File: config.mk
export PLATFORM = sky130hd
export DESIGN_NAME = lcd_nibble_writer
export DESIGN_NICKNAME = d
export VERILOG_FILES = /design/src/hw/lcd_pkg.sv /design/src/hw/lcd_nibble_writer.sv
export SDC_FILE = /design/constraint.sdc
export NUM_CORES = 1
export LEC_CHECK = 0
export BUFFER_PORTS_ARGS = -buffer_cell sky130_fd_sc_hd__buf_2
export CORE_MARGIN = 2
export CORE_UTILIZATION = 51
export DETAILED_ROUTE_END_ITERATION = 8
export PLACE_DENSITY = 0.76
export REMOVE_ABC_BUFFERS = 1
export SYNTH_ARGS = -nofsm -noshare
export SYNTH_HDL_FRONTEND = slang
export SYNTH_SLANG_ARGS = --single-unit
File: constraint.sdc
create_clock -name clk -period 1.3 [get_ports clk]
set_input_delay 0.13 -clock clk [delete_from_list [all_inputs] [get_ports clk]]
set_output_delay 0.13 -clock clk [all_outputs]
set_load 0.01 [all_outputs]
File: src/hw/lcd_pkg.sv
// Shared constants, LCD command bytes and FSM state types, imported by every LCD I2C block
package lcd_pkg;

    // Short simulation values. Hardware uses 500 ms power-up and 100 ms probe gap
    localparam int unsigned SCL_QUARTER       = 4;
    localparam int unsigned POWER_UP_CYCLES   = 200;
    localparam int unsigned PROBE_GAP_CYCLES  = 40;
    localparam int unsigned CMD_SETTLE_CYCLES = 100;

    localparam int ADDR_W = 7;
    localparam int DATA_W = 8;

    localparam logic [ADDR_W-1:0] SCAN_ADDR_0 = 7'h20;
    localparam logic [ADDR_W-1:0] SCAN_ADDR_1 = 7'h27;
    localparam logic [ADDR_W-1:0] SCAN_ADDR_2 = 7'h3F;

    // HD44780 4-bit init, first command in the top byte
    localparam int INIT_CMD_COUNT = 7;
    localparam logic [8*INIT_CMD_COUNT-1:0] INIT_CMDS =
        {8'h33, 8'h32, 8'h28, 8'h0C, 8'h06, 8'h01, 8'h80};
    localparam logic [DATA_W-1:0] LINE2_CMD = 8'hC0;

    localparam int LINE_LEN   = 16;
    localparam int PREFIX_LEN = 8;
    localparam logic [8*LINE_LEN-1:0]   LINE1_TEXT   = "Hello from FPGA!";
    localparam logic [8*PREFIX_LEN-1:0] LINE2_PREFIX = "Addr: 0x";

    // Byte order of the whole LCD stream
    localparam int LINE1_FIRST   = INIT_CMD_COUNT;
    localparam int LINE2_CMD_IDX = LINE1_FIRST + LINE_LEN;
    localparam int LINE2_FIRST   = LINE2_CMD_IDX + 1;
    localparam int SEQ_BYTES     = LINE2_FIRST + LINE_LEN;

    // Backpack bit map, RW at bit 1 stays low
    localparam int BL_BIT = 3;
    localparam int EN_BIT = 2;
    localparam int RS_BIT = 0;

    typedef enum logic [2:0] {
        I2C_IDLE,
        I2C_START,
        I2C_ADDR,
        I2C_ADDR_ACK,
        I2C_DATA,
        I2C_DATA_ACK,
        I2C_STOP
    } i2c_state_t;

    typedef enum logic [2:0] {
        SCAN_POWER_WAIT,
        SCAN_ISSUE,
        SCAN_WAIT,
        SCAN_GAP,
        SCAN_FOUND,
        SCAN_FAILED
    } scan_state_t;

    typedef enum logic [2:0] {
        SEQ_IDLE,
        SEQ_LOAD,
        SEQ_SEND,
        SEQ_SETTLE,
        SEQ_DONE
    } seq_state_t;

endpackage

File: src/hw/lcd_nibble_writer.sv
// Splits one LCD byte into four backpack writes, pulsing EN for each nibble
`timescale 1ns/10ps

module lcd_nibble_writer import lcd_pkg::*; (
    input  logic              clk,
    input  logic              reset_n,
    input  logic              byte_start,
    input  logic              byte_rs,
    input  logic [DATA_W-1:0] byte_data,
    input  logic              busy,
    output logic              ena,
    output logic [DATA_W-1:0] data,
    output logic              byte_done
);

    logic [DATA_W-1:0] byte_q;
    logic              rs_q;
    logic [1:0]        step;   // High/EN, high, low/EN, low
    logic              active;
    logic              in_flight;
    logic              busy_q;

    function automatic logic [DATA_W-1:0] frame(input logic [3:0] nib,
                                                input logic en,
                                                input logic rs);
        logic [DATA_W-1:0] f;
        f         = '0;
        f[7:4]    = nib;
        f[BL_BIT] = 1'b1;   // Backlight always on
        f[EN_BIT] = en;
        f[RS_BIT] = rs;
        return f;
    endfunction

    always_ff @(posedge clk or negedge reset_n) begin
        if (!reset_n) begin
            byte_q    <= '0;
            rs_q      <= 1'b0;
            step      <= 2'd0;
            active    <= 1'b0;
            in_flight <= 1'b0;
            busy_q    <= 1'b0;
            ena       <= 1'b0;
            data      <= '0;
            byte_done <= 1'b0;
        end else begin
            busy_q    <= busy;
            byte_done <= 1'b0;
            if (!active) begin
                if (byte_start) begin
                    byte_q <= byte_data;
                    rs_q   <= byte_rs;
                    step   <= 2'd0;
                    active <= 1'b1;
                end
            end else if (!in_flight) begin
                if (!busy && !ena) begin
                    data      <= frame(step[1] ? byte_q[3:0] : byte_q[7:4], ~step[0], rs_q);
                    ena       <= 1'b1;
                    in_flight <= 1'b1;
                end
            end else begin
                if (busy) ena <= 1'b0;
                if (busy_q && !busy) begin
                    in_flight <= 1'b0;
                    step      <= step + 2'd1;
                    if (step == 2'd3) begin
                        active    <= 1'b0;
                        byte_done <= 1'b1;
                    end
                end
            end
        end
    end

endmodule

==> results.md <==
* Dominant cell by count in the synthesized netlist: nand2_1
* Seq/Total Area, Yosys at 59.2%
* Status: finished, final reports clean
* Layout cells sized above 1 at 28.4%
* CP arrival at 1.42 ns
* DRC violations left at 0
* H-tree levels at 1
* Final period util at 94.7%
* Cts bufs inserted at 3
* WP data required at 1.49 ns
* Synthesized flop and latch total at 23
* Synthesized instance count at 93
* Hpwl dp at 1.14 mm
* Starting Density at 55.1%
* Maximum buffer depth of the clock tree at 2
* Power Dens Cells at 1960 nW/µm²
* CTS tree: done
* Area of the multi-input gates at 362 µm²
* Hold WC Path Type: in2reg
* Overflow after GRT at 0
* Post-DR wirelength/cell at 10.8 µm
* Leak at 0.586 nW
* FP Rows at 15
* CTS root buf: clkbuf_4
* Die H at 47.7 µm
* CP Launch Type: flip-flop
* Drt pass-1 iters at 4
* Finished Layout Cells at 141
* Synth area leaders: dfrtp_1 59%, nand2_1 12%, mux2i_1 5.1%, a21oi_2 3.6%, nor2_1 2.7%
* Post-CTS setup buffer count at 0
* Vias in the first global route at 638
* Synth top area share at 59.2%
* Ys async rst share at 100%
* Max VDD drop at 1.21 mV
* Global-route wire length before repair at 2.57 mm
* Layout Skew at 0.00639 ns
* DRT antenna net count at 0
* Hold Fails Final Rpt at 0
* Layout Area Growth over Synthesis at 16.9%
* Critical path type: reg2reg
* Final hold slack at 0.0122 ns
* Vias post-DR at 681
* Tmin final at 1.23 ns
* Setup Viol. Count Final at 0
* Final Slew Violations at 0
* Total Wirelength at 1.52 mm
* Nets at 131
* Synth Flop Type: dfrtp_1
* Synth warn at 0
* Antenna Cells at 0
* Synth top cells by count: 32 x nand2_1, 23 x dfrtp_1, 7 x nor2_1
* Crit end category: flip-flop
* Post-synthesis cell area at 972 µm²
* Sink Count at 23
* Yosys top cell by area: dfrtp_1
* Port bufs at 21
* Fmax achieved at 0.813 GHz
* DP Cell Count at 135
* Yosys cell types at 24
* Top fanout value on the critical path at 4
* Clk_lat worst skew at 0.30 ns
* Die W at 47.7 µm
* Core area at 1760 µm²
* Layout Utilization at 64.4%
* Placer Congestion at 0.715
* Max Cap Viol at 0
* # fillers at 163
* Reg area at 576 µm²
* Number of flops mapped to enable cells by yosys at 0
* Clock slew at reported path FFs at 0.12 ns
* RSZ-0062 raised after global routing: no
* Initial DRC count at 8
* Final worst-path setup slack at 0.0694 ns
* Dpl ws at 0.0588 ns
* Post-synthesis area per instance at 10.5 µm²
* Initial antenna violation count at 0
* DIE AREA at 2270 µm²
* # IOs at 23
* Routed vias/inst at 4.83
* GRT Total Usage at 16.7%
* Largest net degree at the start of global routing at 24
cells in the final DEF, fill, tap and decap left out, drive strengths merged:
master and count:
a21o 1, a21oi 4, and2 1, and2b 1
and4b 1, buf 22, clkbuf 3, clkinv 1
conb 1, dfrtp 23, dlygate4sd3 2, ha 1
inv 1, mux2 1, mux2i 5, nand2 32
nand2b 1, nand3 2, nand4b 1, nor2 7
nor2b 1, nor4b 1, o21ai 2, or2 1
report_power, final:
part	total [mW]	internal, mW	switching [mW]	leakage (nW)
sequential	1.22	1.01	0.214	0.274
combinational	0.701	0.348	0.353	0.295
clock	0.310	0.114	0.196	0.0177
total	2.23	1.47	0.762	0.586
layer usage:
layer	wire, µm	vias up	GRT usage [%]
li1	-	342	-
met1	703	323	19.6
met2	753	14	30.8
met3	53	2	3.40
met4	12	0	4.86
met5	0	-	0
flip-flops by register name, summed over array words and instances, names as in the netlist:
register and count:
byte_done 1, step 2, rs_q 1, data 7
active 1, busy_q 1, in_flight 1, ena 1
byte_q 8
cell families (layout without fill, tap and decap cells):
logic type	Yosys count	in the layout	share of synthesized area [%]
flops	23	23	59.2
fa+ha+maj	1	1	1.29
compound gates	7	7	5.41
mux	6	6	6.31
buf+inv	6	29	3.60
other cells	1	1	0.386
simple gates	49	49	23.8
final cells by class:
type	count	share of cell area, %
sequential	23	50.7
multi-input combinational	64	31.8
timing repair buffer	24	12.0
tap	25	2.75
clock buffer	3	1.98
clock inverter	1	0.441
inverter	1	0.330
worst paths after layout:
| path | slack [ns] | startpoint | depth (start not counted) | end |
|---|---|---|---|---|
| min reg2reg | 0.48 | data[3]$_DFFE_PN0P_ | 1 | data[3]$_DFFE_PN0P_ |
| min | 0.01 | byte_data[3] | 3 | byte_q[3]$_DFFE_PN0P_ |
| max | 0.07 | ena$_DFFE_PN0P_ | 2 | data[0]$_DFFE_PN0P_ |
| min in group asynchronous | 0.32 | reset_n | 2 | data[0]$_DFFE_PN0P_ |
| max reg2reg | 0.07 | ena$_DFFE_PN0P_ | 2 | data[0]$_DFFE_PN0P_ |
| max in group asynchronous | 0.65 | reset_n | 2 | byte_q[5]$_DFFE_PN0P_ |
repair_timing:
| item | CTS | global route |
|---|---|---|
| hold buffers | 1 | 1 |
| endpoints found under the hold margin | 23 | 1 |
| gates resized for setup | 0 | 1 |
| endpoints found under the setup margin | 0 | 5 |
critical path, cell delays in order (launching register included):
cell	delay (ns)
dfrtp_1	0.44
nor4b_4	0.31
mux2_2	0.38
metrics by stage:
stage	area, µm²	TNS, ns	power (mW)
floorplan	941	-0.313	1.68
finish	1140	0	2.23
detailed placement	1080	0	1.95
global placement	1080	0	1.91
global route	1140	0	2.45
CTS	1120	0	2.25
Note: power is estimated with default switching activity, not from simulation.
