**src/hw/lcd_pkg.sv**
```systemverilog
// Shared constants, LCD command bytes and FSM state types, imported by every LCD I2C block
package lcd_pkg;

    // Short simulation values. Hardware uses 500 ms power-up and 100 ms probe gap
    localparam int unsigned SCL_QUARTER       = 4;
    localparam int unsigned POWER_UP_CYCLES   = 200;
    localparam int unsigned PROBE_GAP_CYCLES  = 40;
    localparam int unsigned CMD_SETTLE_CYCLES = 100;

    localparam int ADDR_W = 7;
    localparam int DATA_W = 8;

    localparam logic [ADDR_W-1:0] SCAN_ADDR_0 = 7'h20;
    localparam logic [ADDR_W-1:0] SCAN_ADDR_1 = 7'h27;
    localparam logic [ADDR_W-1:0] SCAN_ADDR_2 = 7'h3F;

    // HD44780 4-bit init, first command in the top byte
    localparam int INIT_CMD_COUNT = 7;
    localparam logic [8*INIT_CMD_COUNT-1:0] INIT_CMDS =
        {8'h33, 8'h32, 8'h28, 8'h0C, 8'h06, 8'h01, 8'h80};
    localparam logic [DATA_W-1:0] LINE2_CMD = 8'hC0;

    localparam int LINE_LEN   = 16;
    localparam int PREFIX_LEN = 8;
    localparam logic [8*LINE_LEN-1:0]   LINE1_TEXT   = "Hello from FPGA!";
    localparam logic [8*PREFIX_LEN-1:0] LINE2_PREFIX = "Addr: 0x";

    // Byte order of the whole LCD stream
    localparam int LINE1_FIRST   = INIT_CMD_COUNT;
    localparam int LINE2_CMD_IDX = LINE1_FIRST + LINE_LEN;
    localparam int LINE2_FIRST   = LINE2_CMD_IDX + 1;
    localparam int SEQ_BYTES     = LINE2_FIRST + LINE_LEN;

    // Backpack bit map, RW at bit 1 stays low
    localparam int BL_BIT = 3;
    localparam int EN_BIT = 2;
    localparam int RS_BIT = 0;

    typedef enum logic [2:0] {
        I2C_IDLE,
        I2C_START,
        I2C_ADDR,
        I2C_ADDR_ACK,
        I2C_DATA,
        I2C_DATA_ACK,
        I2C_STOP
    } i2c_state_t;

    typedef enum logic [2:0] {
        SCAN_POWER_WAIT,
        SCAN_ISSUE,
        SCAN_WAIT,
        SCAN_GAP,
        SCAN_FOUND,
        SCAN_FAILED
    } scan_state_t;

    typedef enum logic [2:0] {
        SEQ_IDLE,
        SEQ_LOAD,
        SEQ_SEND,
        SEQ_SETTLE,
        SEQ_DONE
    } seq_state_t;

endpackage

```
**src/hw/lcd_sequencer.sv**
```systemverilog
// Feeds the init commands and the two message lines to the nibble writer, one byte at a time
`timescale 1ns/10ps

module lcd_sequencer import lcd_pkg::*; (
    input  logic              clk,
    input  logic              reset_n,
    input  logic              start,
    input  logic [ADDR_W-1:0] lcd_addr,
    input  logic              byte_done,
    output logic              byte_start,
    output logic              byte_rs,
    output logic [DATA_W-1:0] byte_data,
    output logic              lcd_done
);

    seq_state_t        state;
    logic [5:0]        idx;      // Position in the whole byte stream
    logic [5:0]        l2_pos;
    logic [31:0]       cnt;
    logic [DATA_W-1:0] next_byte;
    logic              next_rs;

    function automatic logic [7:0] hex_char(input logic [3:0] nib);
        return (nib < 4'd10) ? 8'h30 + {4'h0, nib} : 8'h37 + {4'h0, nib};
    endfunction

    assign l2_pos = idx - 6'(LINE2_FIRST);

    always_comb begin
        next_rs   = 1'b1;
        next_byte = 8'h20;   // Space padding
        if (idx < LINE1_FIRST) begin
            next_rs   = 1'b0;
            next_byte = INIT_CMDS[8*(INIT_CMD_COUNT-1-idx) +: 8];
        end else if (idx < LINE2_CMD_IDX) begin
            next_byte = LINE1_TEXT[8*(LINE2_CMD_IDX-1-idx) +: 8];
        end else if (idx == LINE2_CMD_IDX) begin
            next_rs   = 1'b0;
            next_byte = LINE2_CMD;
        end else if (l2_pos < PREFIX_LEN) begin
            next_byte = LINE2_PREFIX[8*(PREFIX_LEN-1-l2_pos) +: 8];
        end else if (l2_pos == PREFIX_LEN) begin
            next_byte = hex_char({1'b0, lcd_addr[6:4]});
        end else if (l2_pos == PREFIX_LEN + 1) begin
            next_byte = hex_char(lcd_addr[3:0]);
        end
    end

    always_ff @(posedge clk or negedge reset_n) begin
        if (!reset_n) begin
            state      <= SEQ_IDLE;
            idx        <= '0;
            cnt        <= '0;
            byte_start <= 1'b0;
            byte_rs    <= 1'b0;
            byte_data  <= '0;
            lcd_done   <= 1'b0;
        end else begin
            byte_start <= 1'b0;
            case (state)
                SEQ_IDLE: begin
                    if (start) state <= SEQ_LOAD;
                end
                SEQ_LOAD: begin
                    byte_data  <= next_byte;
                    byte_rs    <= next_rs;
                    byte_start <= 1'b1;
                    state      <= SEQ_SEND;
                end
                SEQ_SEND: begin
                    if (byte_done) begin
                        if (idx < LINE1_FIRST) begin
                            state <= SEQ_SETTLE;   // Init commands need time
                        end else if (idx == SEQ_BYTES - 1) begin
                            lcd_done <= 1'b1;
                            state    <= SEQ_DONE;
                        end else begin
                            idx   <= idx + 6'd1;
                            state <= SEQ_LOAD;
                        end
                    end
                end
                SEQ_SETTLE: begin
                    if (cnt == CMD_SETTLE_CYCLES - 1) begin
                        cnt   <= '0;
                        idx   <= idx + 6'd1;
                        state <= SEQ_LOAD;
                    end else begin
                        cnt <= cnt + 32'd1;
                    end
                end
                default: ;
            endcase
        end
    end

endmodule

```
**config.mk**
```make
export PLATFORM = sky130hd
export DESIGN_NAME = lcd_sequencer
export DESIGN_NICKNAME = d
export VERILOG_FILES = /design/src/hw/lcd_pkg.sv /design/src/hw/lcd_sequencer.sv
export SDC_FILE = /design/constraint.sdc
export NUM_CORES = 1
export LEC_CHECK = 0
export BUFFER_PORTS_ARGS = -buffer_cell sky130_fd_sc_hd__buf_2
export CELL_PAD_IN_SITES_DETAIL_PLACEMENT = 0
export CELL_PAD_IN_SITES_GLOBAL_PLACEMENT = 1
export CORE_MARGIN = 4
export CORE_UTILIZATION = 47
export DETAILED_ROUTE_END_ITERATION = 10
export PLACE_DENSITY = 0.85
export RECOVER_POWER = 50
export REMOVE_ABC_BUFFERS = 1
export SLEW_MARGIN = 5
export SYNTH_ARGS = -nofsm -noshare
export SYNTH_HDL_FRONTEND = slang
export SYNTH_SLANG_ARGS = --single-unit
```
**constraint.sdc**
```tcl
create_clock -name clk -period 3.1 [get_ports clk]
set_input_delay 0.31 -clock clk [delete_from_list [all_inputs] [get_ports clk]]
set_output_delay 0.31 -clock clk [all_outputs]
set_load 0.1 [all_outputs]
```
==> key figures, run 1 <==
Timing
  – Fin crit period: 2670 ps
  – Setup Viol. Count Final: 0
  – RSZ-0062 raised after global routing: false
  – Fin. max-slew vios: 32
  – Fin Setup TNS: 0 ps
  – Tightest Pin Transition: 1580 ps
  – Crit share post-route: 0.862
  – Final Hold Vio Count: 0
  – Relative slew slack: -0.0519
  – Max Freq: 374 MHz
  – Clk_skew: between 15 and 20 ps

Detailed routing
  – Vias post-DR: approximately 3400
  – Detailed Route Iter0 Violations: 371
  – TritonRoute pass-1 iters: 5
  – # DRC: 0
  – Antenna-violating nets left: 0
  – Vias per inst: 6.25
  – DRT Wirelength: 9420 µm
  – Wire per inst: 17.2 µm

Placed design
  – DP HPWL: ~7100 µm
  – Post-DP Area: around 4000 µm²
  – GP Congestion: 0.914
  – I/O Buffers: 21

Setup path
  – Worst-path fanout max: 22
  – R2r setup slk: 430 ps
  – Ordered cell list for the critical path: buf_4, ha_1, nand2_1, nand3_1, nand2_1, a221o_1, o31ai_1
  – WP buf/inv: 1
  – Critical Path Start Type: flop
  – Slowest Stage Delay on Critical Path: 640 ps
  – Crit path launch: idx[1]
  – Arrival time at the worst endpoint: about 2900 ps
  – Worst Setup End Kind: flop
  – Slowest CP cell: ha_1
  – Req. time, crit path: 3300 ps
  – Crit-path most repeated cell: nand2_1
  – Crit-path leading delay family: simple AND/OR/NAND/NOR gates
  – RR Startpoint: idx[1]
  – Critical path class: flop to flop

Global routing
  – First-pass GRT wire length: 16500 µm
  – Vias in the first global route: between 3000 and 4000
  – Tot GR Track Use: 0.203
  – Largest net degree at the start of global routing: 32
  – Gr ovfl total: 0
  – Antenna violations before repair: 0

Clocking
  – Setup bufs post-CTS: 0
  – Post-CTS Resized: 0
  – Post-cts hold buffer count: 0
  – Clock Latency Late Sink: 300 ps
  – Total CTS buffers: 5
  – Count of clock tree sinks: 52
  – Max H-tree Level: 2
  – Clock slew at the register clock pins of the worst setup and hold paths: approximately 100 ps
  – CTS tree: built
  – Root Driver: clkbuf_8
  – Maximum clock insertion buffer count: 2

Floorplanning
  – Std cell rows: 32
  – Die span in y: between 90 and 100 µm
  – Initial Util: 0.488
  – IO Pins: 22
  – Die width: 97.8 µm
  – Die area: between 9000 and 10000 µm²
  – Core ar.: 7770 µm²

Synth
  – Number of synthesized register bits: 52
  – Top cells by area, synth: dfrtp_1 (34%), xnor2_1 (6.5%), nand2_1 (4.1%), nand3_1 (3.2%), o21ai_0 (2.8%)
  – Syn avg cell area: 8.77 µm²
  – Seq/Total Area, Yosys: 0.344
  – Dominant cell type by area after synthesis: dfrtp_1
  – FFs w/ async S/R, synth: 1.00
  – Number of enable flip-flop cells after synthesis: 0
  – Synth cell types: 77
  – Synth warnings: 0
  – Gate Count Post-Synth: roughly 430
  – Top-area cell type share of the netlist area: 0.344
  – Cell Area, Synth: 3790 µm²
  – Most used DFF post-synth: dfrtp_1
  – Post-synth top cells: dfrtp_1 (52), nand2_1 (41), xnor2_1 (28), nor2_1 (26), nand3_1 (24)
  – Most frequent cell after synthesis: dfrtp_1

Status
  – Run status: finished, violations left
  – Failing checks: capacitance limit, slew limit

Power and ir drop
  – Peak VDD IR: 0.286 mV
  – Cell Pwr Density: between 300 and 400 nW/µm²
  – Leakage: 0.00168 µW
  – Total Power: 1340 µW

Layout
  – Final net count: 463
  – Fill count: approximately 740
  – Post-layout instance area: roughly 4100 µm²
  – Share of post-route cells with drive strength above 1: 0.112
  – # diodes: 0
  – Synth-to-layout area growth: 8.13%

Min path
  – Worst hold start: byte_done
  – Hold Path Class: input port to flop

Run
  – Max-Cap Viols: 1
## cell families (layout without fill, tap and decap cells)
family                     Yosys count  count (layout)  share of synthesized area
and+or+nand+nor                    189             189                      0.292
AOI/OAI and AO/OA                  105             105                      0.193
DFF                                 52              52                      0.344
buffers and inverters               39              53                     0.0489
xor gates and xnor gates            37              37                     0.0912
adders and majority gates            7               7                     0.0231
muxes                                3               3                    0.00859
## area by class of cell
class	count	area, µm²	area share
Multi-Input combinational cell	341	2290	0.559
Sequential cell	52	1300	0.318
Timing Repair Buffer	30	163	0.0397
Tap cell	102	128	0.0312
Clock inverter	3	90.1	0.0220
Clock buffer	5	68.8	0.0168
Inverter	15	56.3	0.0137
## worst register-to-register path, stage by stage, from the launching register on
cell and delay (ps):
dfrtp_1 470, buf_4 220, ha_1 640, nand2_1 320
nand3_1 310, nand2_1 90, a221o_1 280, o31ai_1 240
## metal layers
| layer | wire length [µm] | GRT usage | vias up | share of wire |
|---|---|---|---|---|
| met3 | 562 | 0.0379 | 18 | 0.060 |
| li1 | - | - | 1635 | - |
| met2 | 3910 | 0.289 | 130 | 0.42 |
| met5 | 0 | 0 | - | 0 |
| met4 | 135 | 0.0437 | 0 | 0.014 |
| met1 | 4820 | 0.318 | 1641 | 0.51 |
## stage by stage
step | hold WS [ps] | setup WS (ps) | std cells | utilization
final | 290 | 427 | 548 | 0.527
after floorplan | 14.4 | 288 | 408 | -
after CTS | 53.6 | 447 | 548 | 0.530
after global routing | 309 | 167 | 548 | 0.527
after detailed placement | 388 | 480 | 540 | 0.510
after global placement | 381 | 588 | 540 | 0.510
## report_power, final
| part | internal (µW) | switching (µW) |
|---|---|---|
| clock network | 404 | 225 |
| logic | 9.55 | 22.1 |
| registers | 678 | 0 |
| total | 1090 | 248 |
## sequential cells by signal, indices dropped and copies added (netlist names)
register,flops
byte_data,8
byte_rs,1
byte_start,1
cnt,32
idx,6
lcd_done,1
state,3
## cell usage in the layout (no fill, tap or decap), types with 9 or more instances in the layout
cell type,n
nor4_1,14
xnor2_1,28
nand4_1,9
nor2b_1,9
and3_1,9
a21oi_1,19
nor3_1,9
inv_1,13
dfrtp_1,52
nand3_1,24
nand2_1,41
o21ai_0,21
nor2_1,26
buf_2,16
## worst paths after layout
path	end	cells past startpoint
worst min-delay path	lcd_done	2
worst max-delay path	byte_data[1]	7
min in group asynchronous	cnt[19]	1
worst max register to register	byte_data[1]	7
max in group asynchronous	cnt[30]	2
worst min register to register	lcd_done	1
(Power assumes the default switching activity.)
==> run 2, diff against run 1 <==
REMOVE_ABC_BUFFERS = unset   (was 1)
==> key figures, run 2 (synthesized netlist as in run 1, its figures left out) <==
Floorplanning
  – Core ar.: approximately 8000 µm²
  – Die width: 97.8 µm
  – Std cell rows: 32
  – Initial Util: 0.488
  – Die span in y: 97.8 µm
  – IO Pins: 22
  – Die area: 9560 µm²

Power and ir drop
  – Peak VDD IR: 0.158 mV
  – Pint: 852 µW
  – Cell Pwr Density: 278 nW/µm²
  – Combinational share of power: 0.029
  – Leakage: 0.00166 µW
  – Seq pwr share: 0.602
  – Psw: 273 µW
  – Net Sw Frac: 0.243
  – Clk network pwr share: 0.369

Clocking
  – Max H-tree Level: 2
  – Clock Latency Late Sink: 310 ps
  – Setup bufs post-CTS: 0
  – Root Driver: clkbuf_8
  – Post-cts hold buffer count: 0
  – Clock slew at the register clock pins of the worst setup and hold paths: about 100 ps
  – Total CTS buffers: 5
  – CTS tree: built
  – Maximum clock insertion buffer count: 2
  – Count of clock tree sinks: 52
  – Post-CTS Resized: 0

Detailed routing
  – Antenna-violating nets left: 0
  – TritonRoute pass-1 iters: 6
  – # DRC: 0
  – Vias post-DR: 3533
  – Wire per inst: around 18 µm
  – Detailed Route Iter0 Violations: 363
  – Vias per inst: 6.42
  – DRT Wirelength: 9840 µm

Timing
  – Relative slew slack: -0.000152
  – Clk_skew: 13.2 ps
  – Setup Viol. Count Final: 0
  – Fin crit period: ~2600 ps
  – Tightest Pin Transition: 1500 ps
  – Fin. max-slew vios: 24
  – Max Freq: 390 MHz
  – Crit share post-route: 0.827
  – RSZ-0062 raised after global routing: false
  – Fin Setup TNS: 0 ps
  – Final Hold Vio Count: 0

Status
  – Failing checks: capacitance limit, slew limit
  – Run status: finished, violations left

Placed design
  – Post-DP Area: 3970 µm²
  – DP HPWL: 7110 µm
  – I/O Buffers: 21
  – GP Congestion: 0.931

Setup path
  – Worst-path fanout max: 21
  – WP buf/inv: 0
  – Ordered cell list for the critical path: xnor2_1, o21ai_0, a221oi_1, o32ai_1
  – Critical path class: flop to flop
  – Req. time, crit path: 3280 ps
  – Crit-path leading delay family: XOR/XNOR gates
  – Arrival time at the worst endpoint: 2740 ps
  – Critical Path Start Type: flop
  – Worst Setup End Kind: flop
  – Slowest CP cell: xnor2_1
  – Slowest Stage Delay on Critical Path: about 970 ps

Synth
  – Syn Nets: 450

Min path
  – Hold Path Class: input port to flop

Global routing
  – Antenna violations before repair: 0
  – Largest net degree at the start of global routing: 31
  – Tot GR Track Use: 0.210
  – First-pass GRT wire length: 16800 µm
  – Gr ovfl total: 0
  – Vias in the first global route: 3277

Layout
  – Share of post-route cells with drive strength above 1: 0.118
  – Top Registers: cnt (32), byte_data (8), idx (6)
  – Final net count: between 400 and 500
  – Biggest register: cnt
  – Commonest cells after routing, fill and taps aside: dfrtp_1 (52), nand2_1 (41), xnor2_1 (28)
  – Post-layout instance area: 4050 µm²
  – Synth-to-layout area growth: 6.87%
  – # diodes: 0
  – Commonest non-fill, non-tap cell in the layout: dfrtp_1
  – Max reg flops: 32

Run
  – Max-Cap Viols: 1
[run 2: worst paths after layout]
check                           startpoint           end  slack (ps)  cells past startpoint
worst min-delay path             byte_done      lcd_done         260                      2
min in group asynchronous          reset_n        cnt[8]         340                      1
worst max-delay path                idx[2]  byte_data[3]         540                      4
max in group asynchronous          reset_n        idx[1]         760                      2
worst min register to register    lcd_done      lcd_done         460                      1
worst max register to register      idx[2]  byte_data[3]         540                      4
[run 2: metal layers]
metal / share of wire / wire [µm] / global-route usage / up-vias
met2: 0.43 / 4200 / 0.296 / 169
met5: 0 / 0 / 0 / -
met4: 0.013 / 128 / 0.0469 / 0
met3: 0.071 / 703 / 0.0343 / 19
li1: - / - / - / 1646
met1: 0.49 / 4810 / 0.335 / 1699
[run 2: per-stage QoR]
stage                     std cells  utilization  hold slack (ps)  setup slack (ps)  total power, µW
after floorplan                 432            -             14.4               813              700
after global placement          542        0.512              355               676              725
after CTS                       550        0.524             12.0               613             1140
after global routing            550        0.521              268               239             1170
final                           550        0.521              264               536             1130
after detailed placement        542        0.512              368               664              726
[run 2: area by class of cell]
type / instances / area (µm²)
Fill cell: 760 / 3720
Clock buffer: 5 / 68.8
Inverter: 15 / 56.3
Timing Repair Buffer: 32 / 179
Clock inverter: 3 / 26.3
Multi-Input combinational cell: 341 / 2290
Tap cell: 102 / 128
Sequential cell: 52 / 1300
[run 2: power groups by stage]
| stage | combinational (µW) | clock [µW] | sequential, µW |
|---|---|---|---|
| after CTS | 34.5 | 426 | 678 |
| final | 32.7 | 415 | 678 |
| after floorplan | 8.48 | 0 | 691 |
| after global placement | 33.7 | 0 | 691 |
| after global routing | 38.3 | 458 | 678 |
| after detailed placement | 34.7 | 0 | 691 |
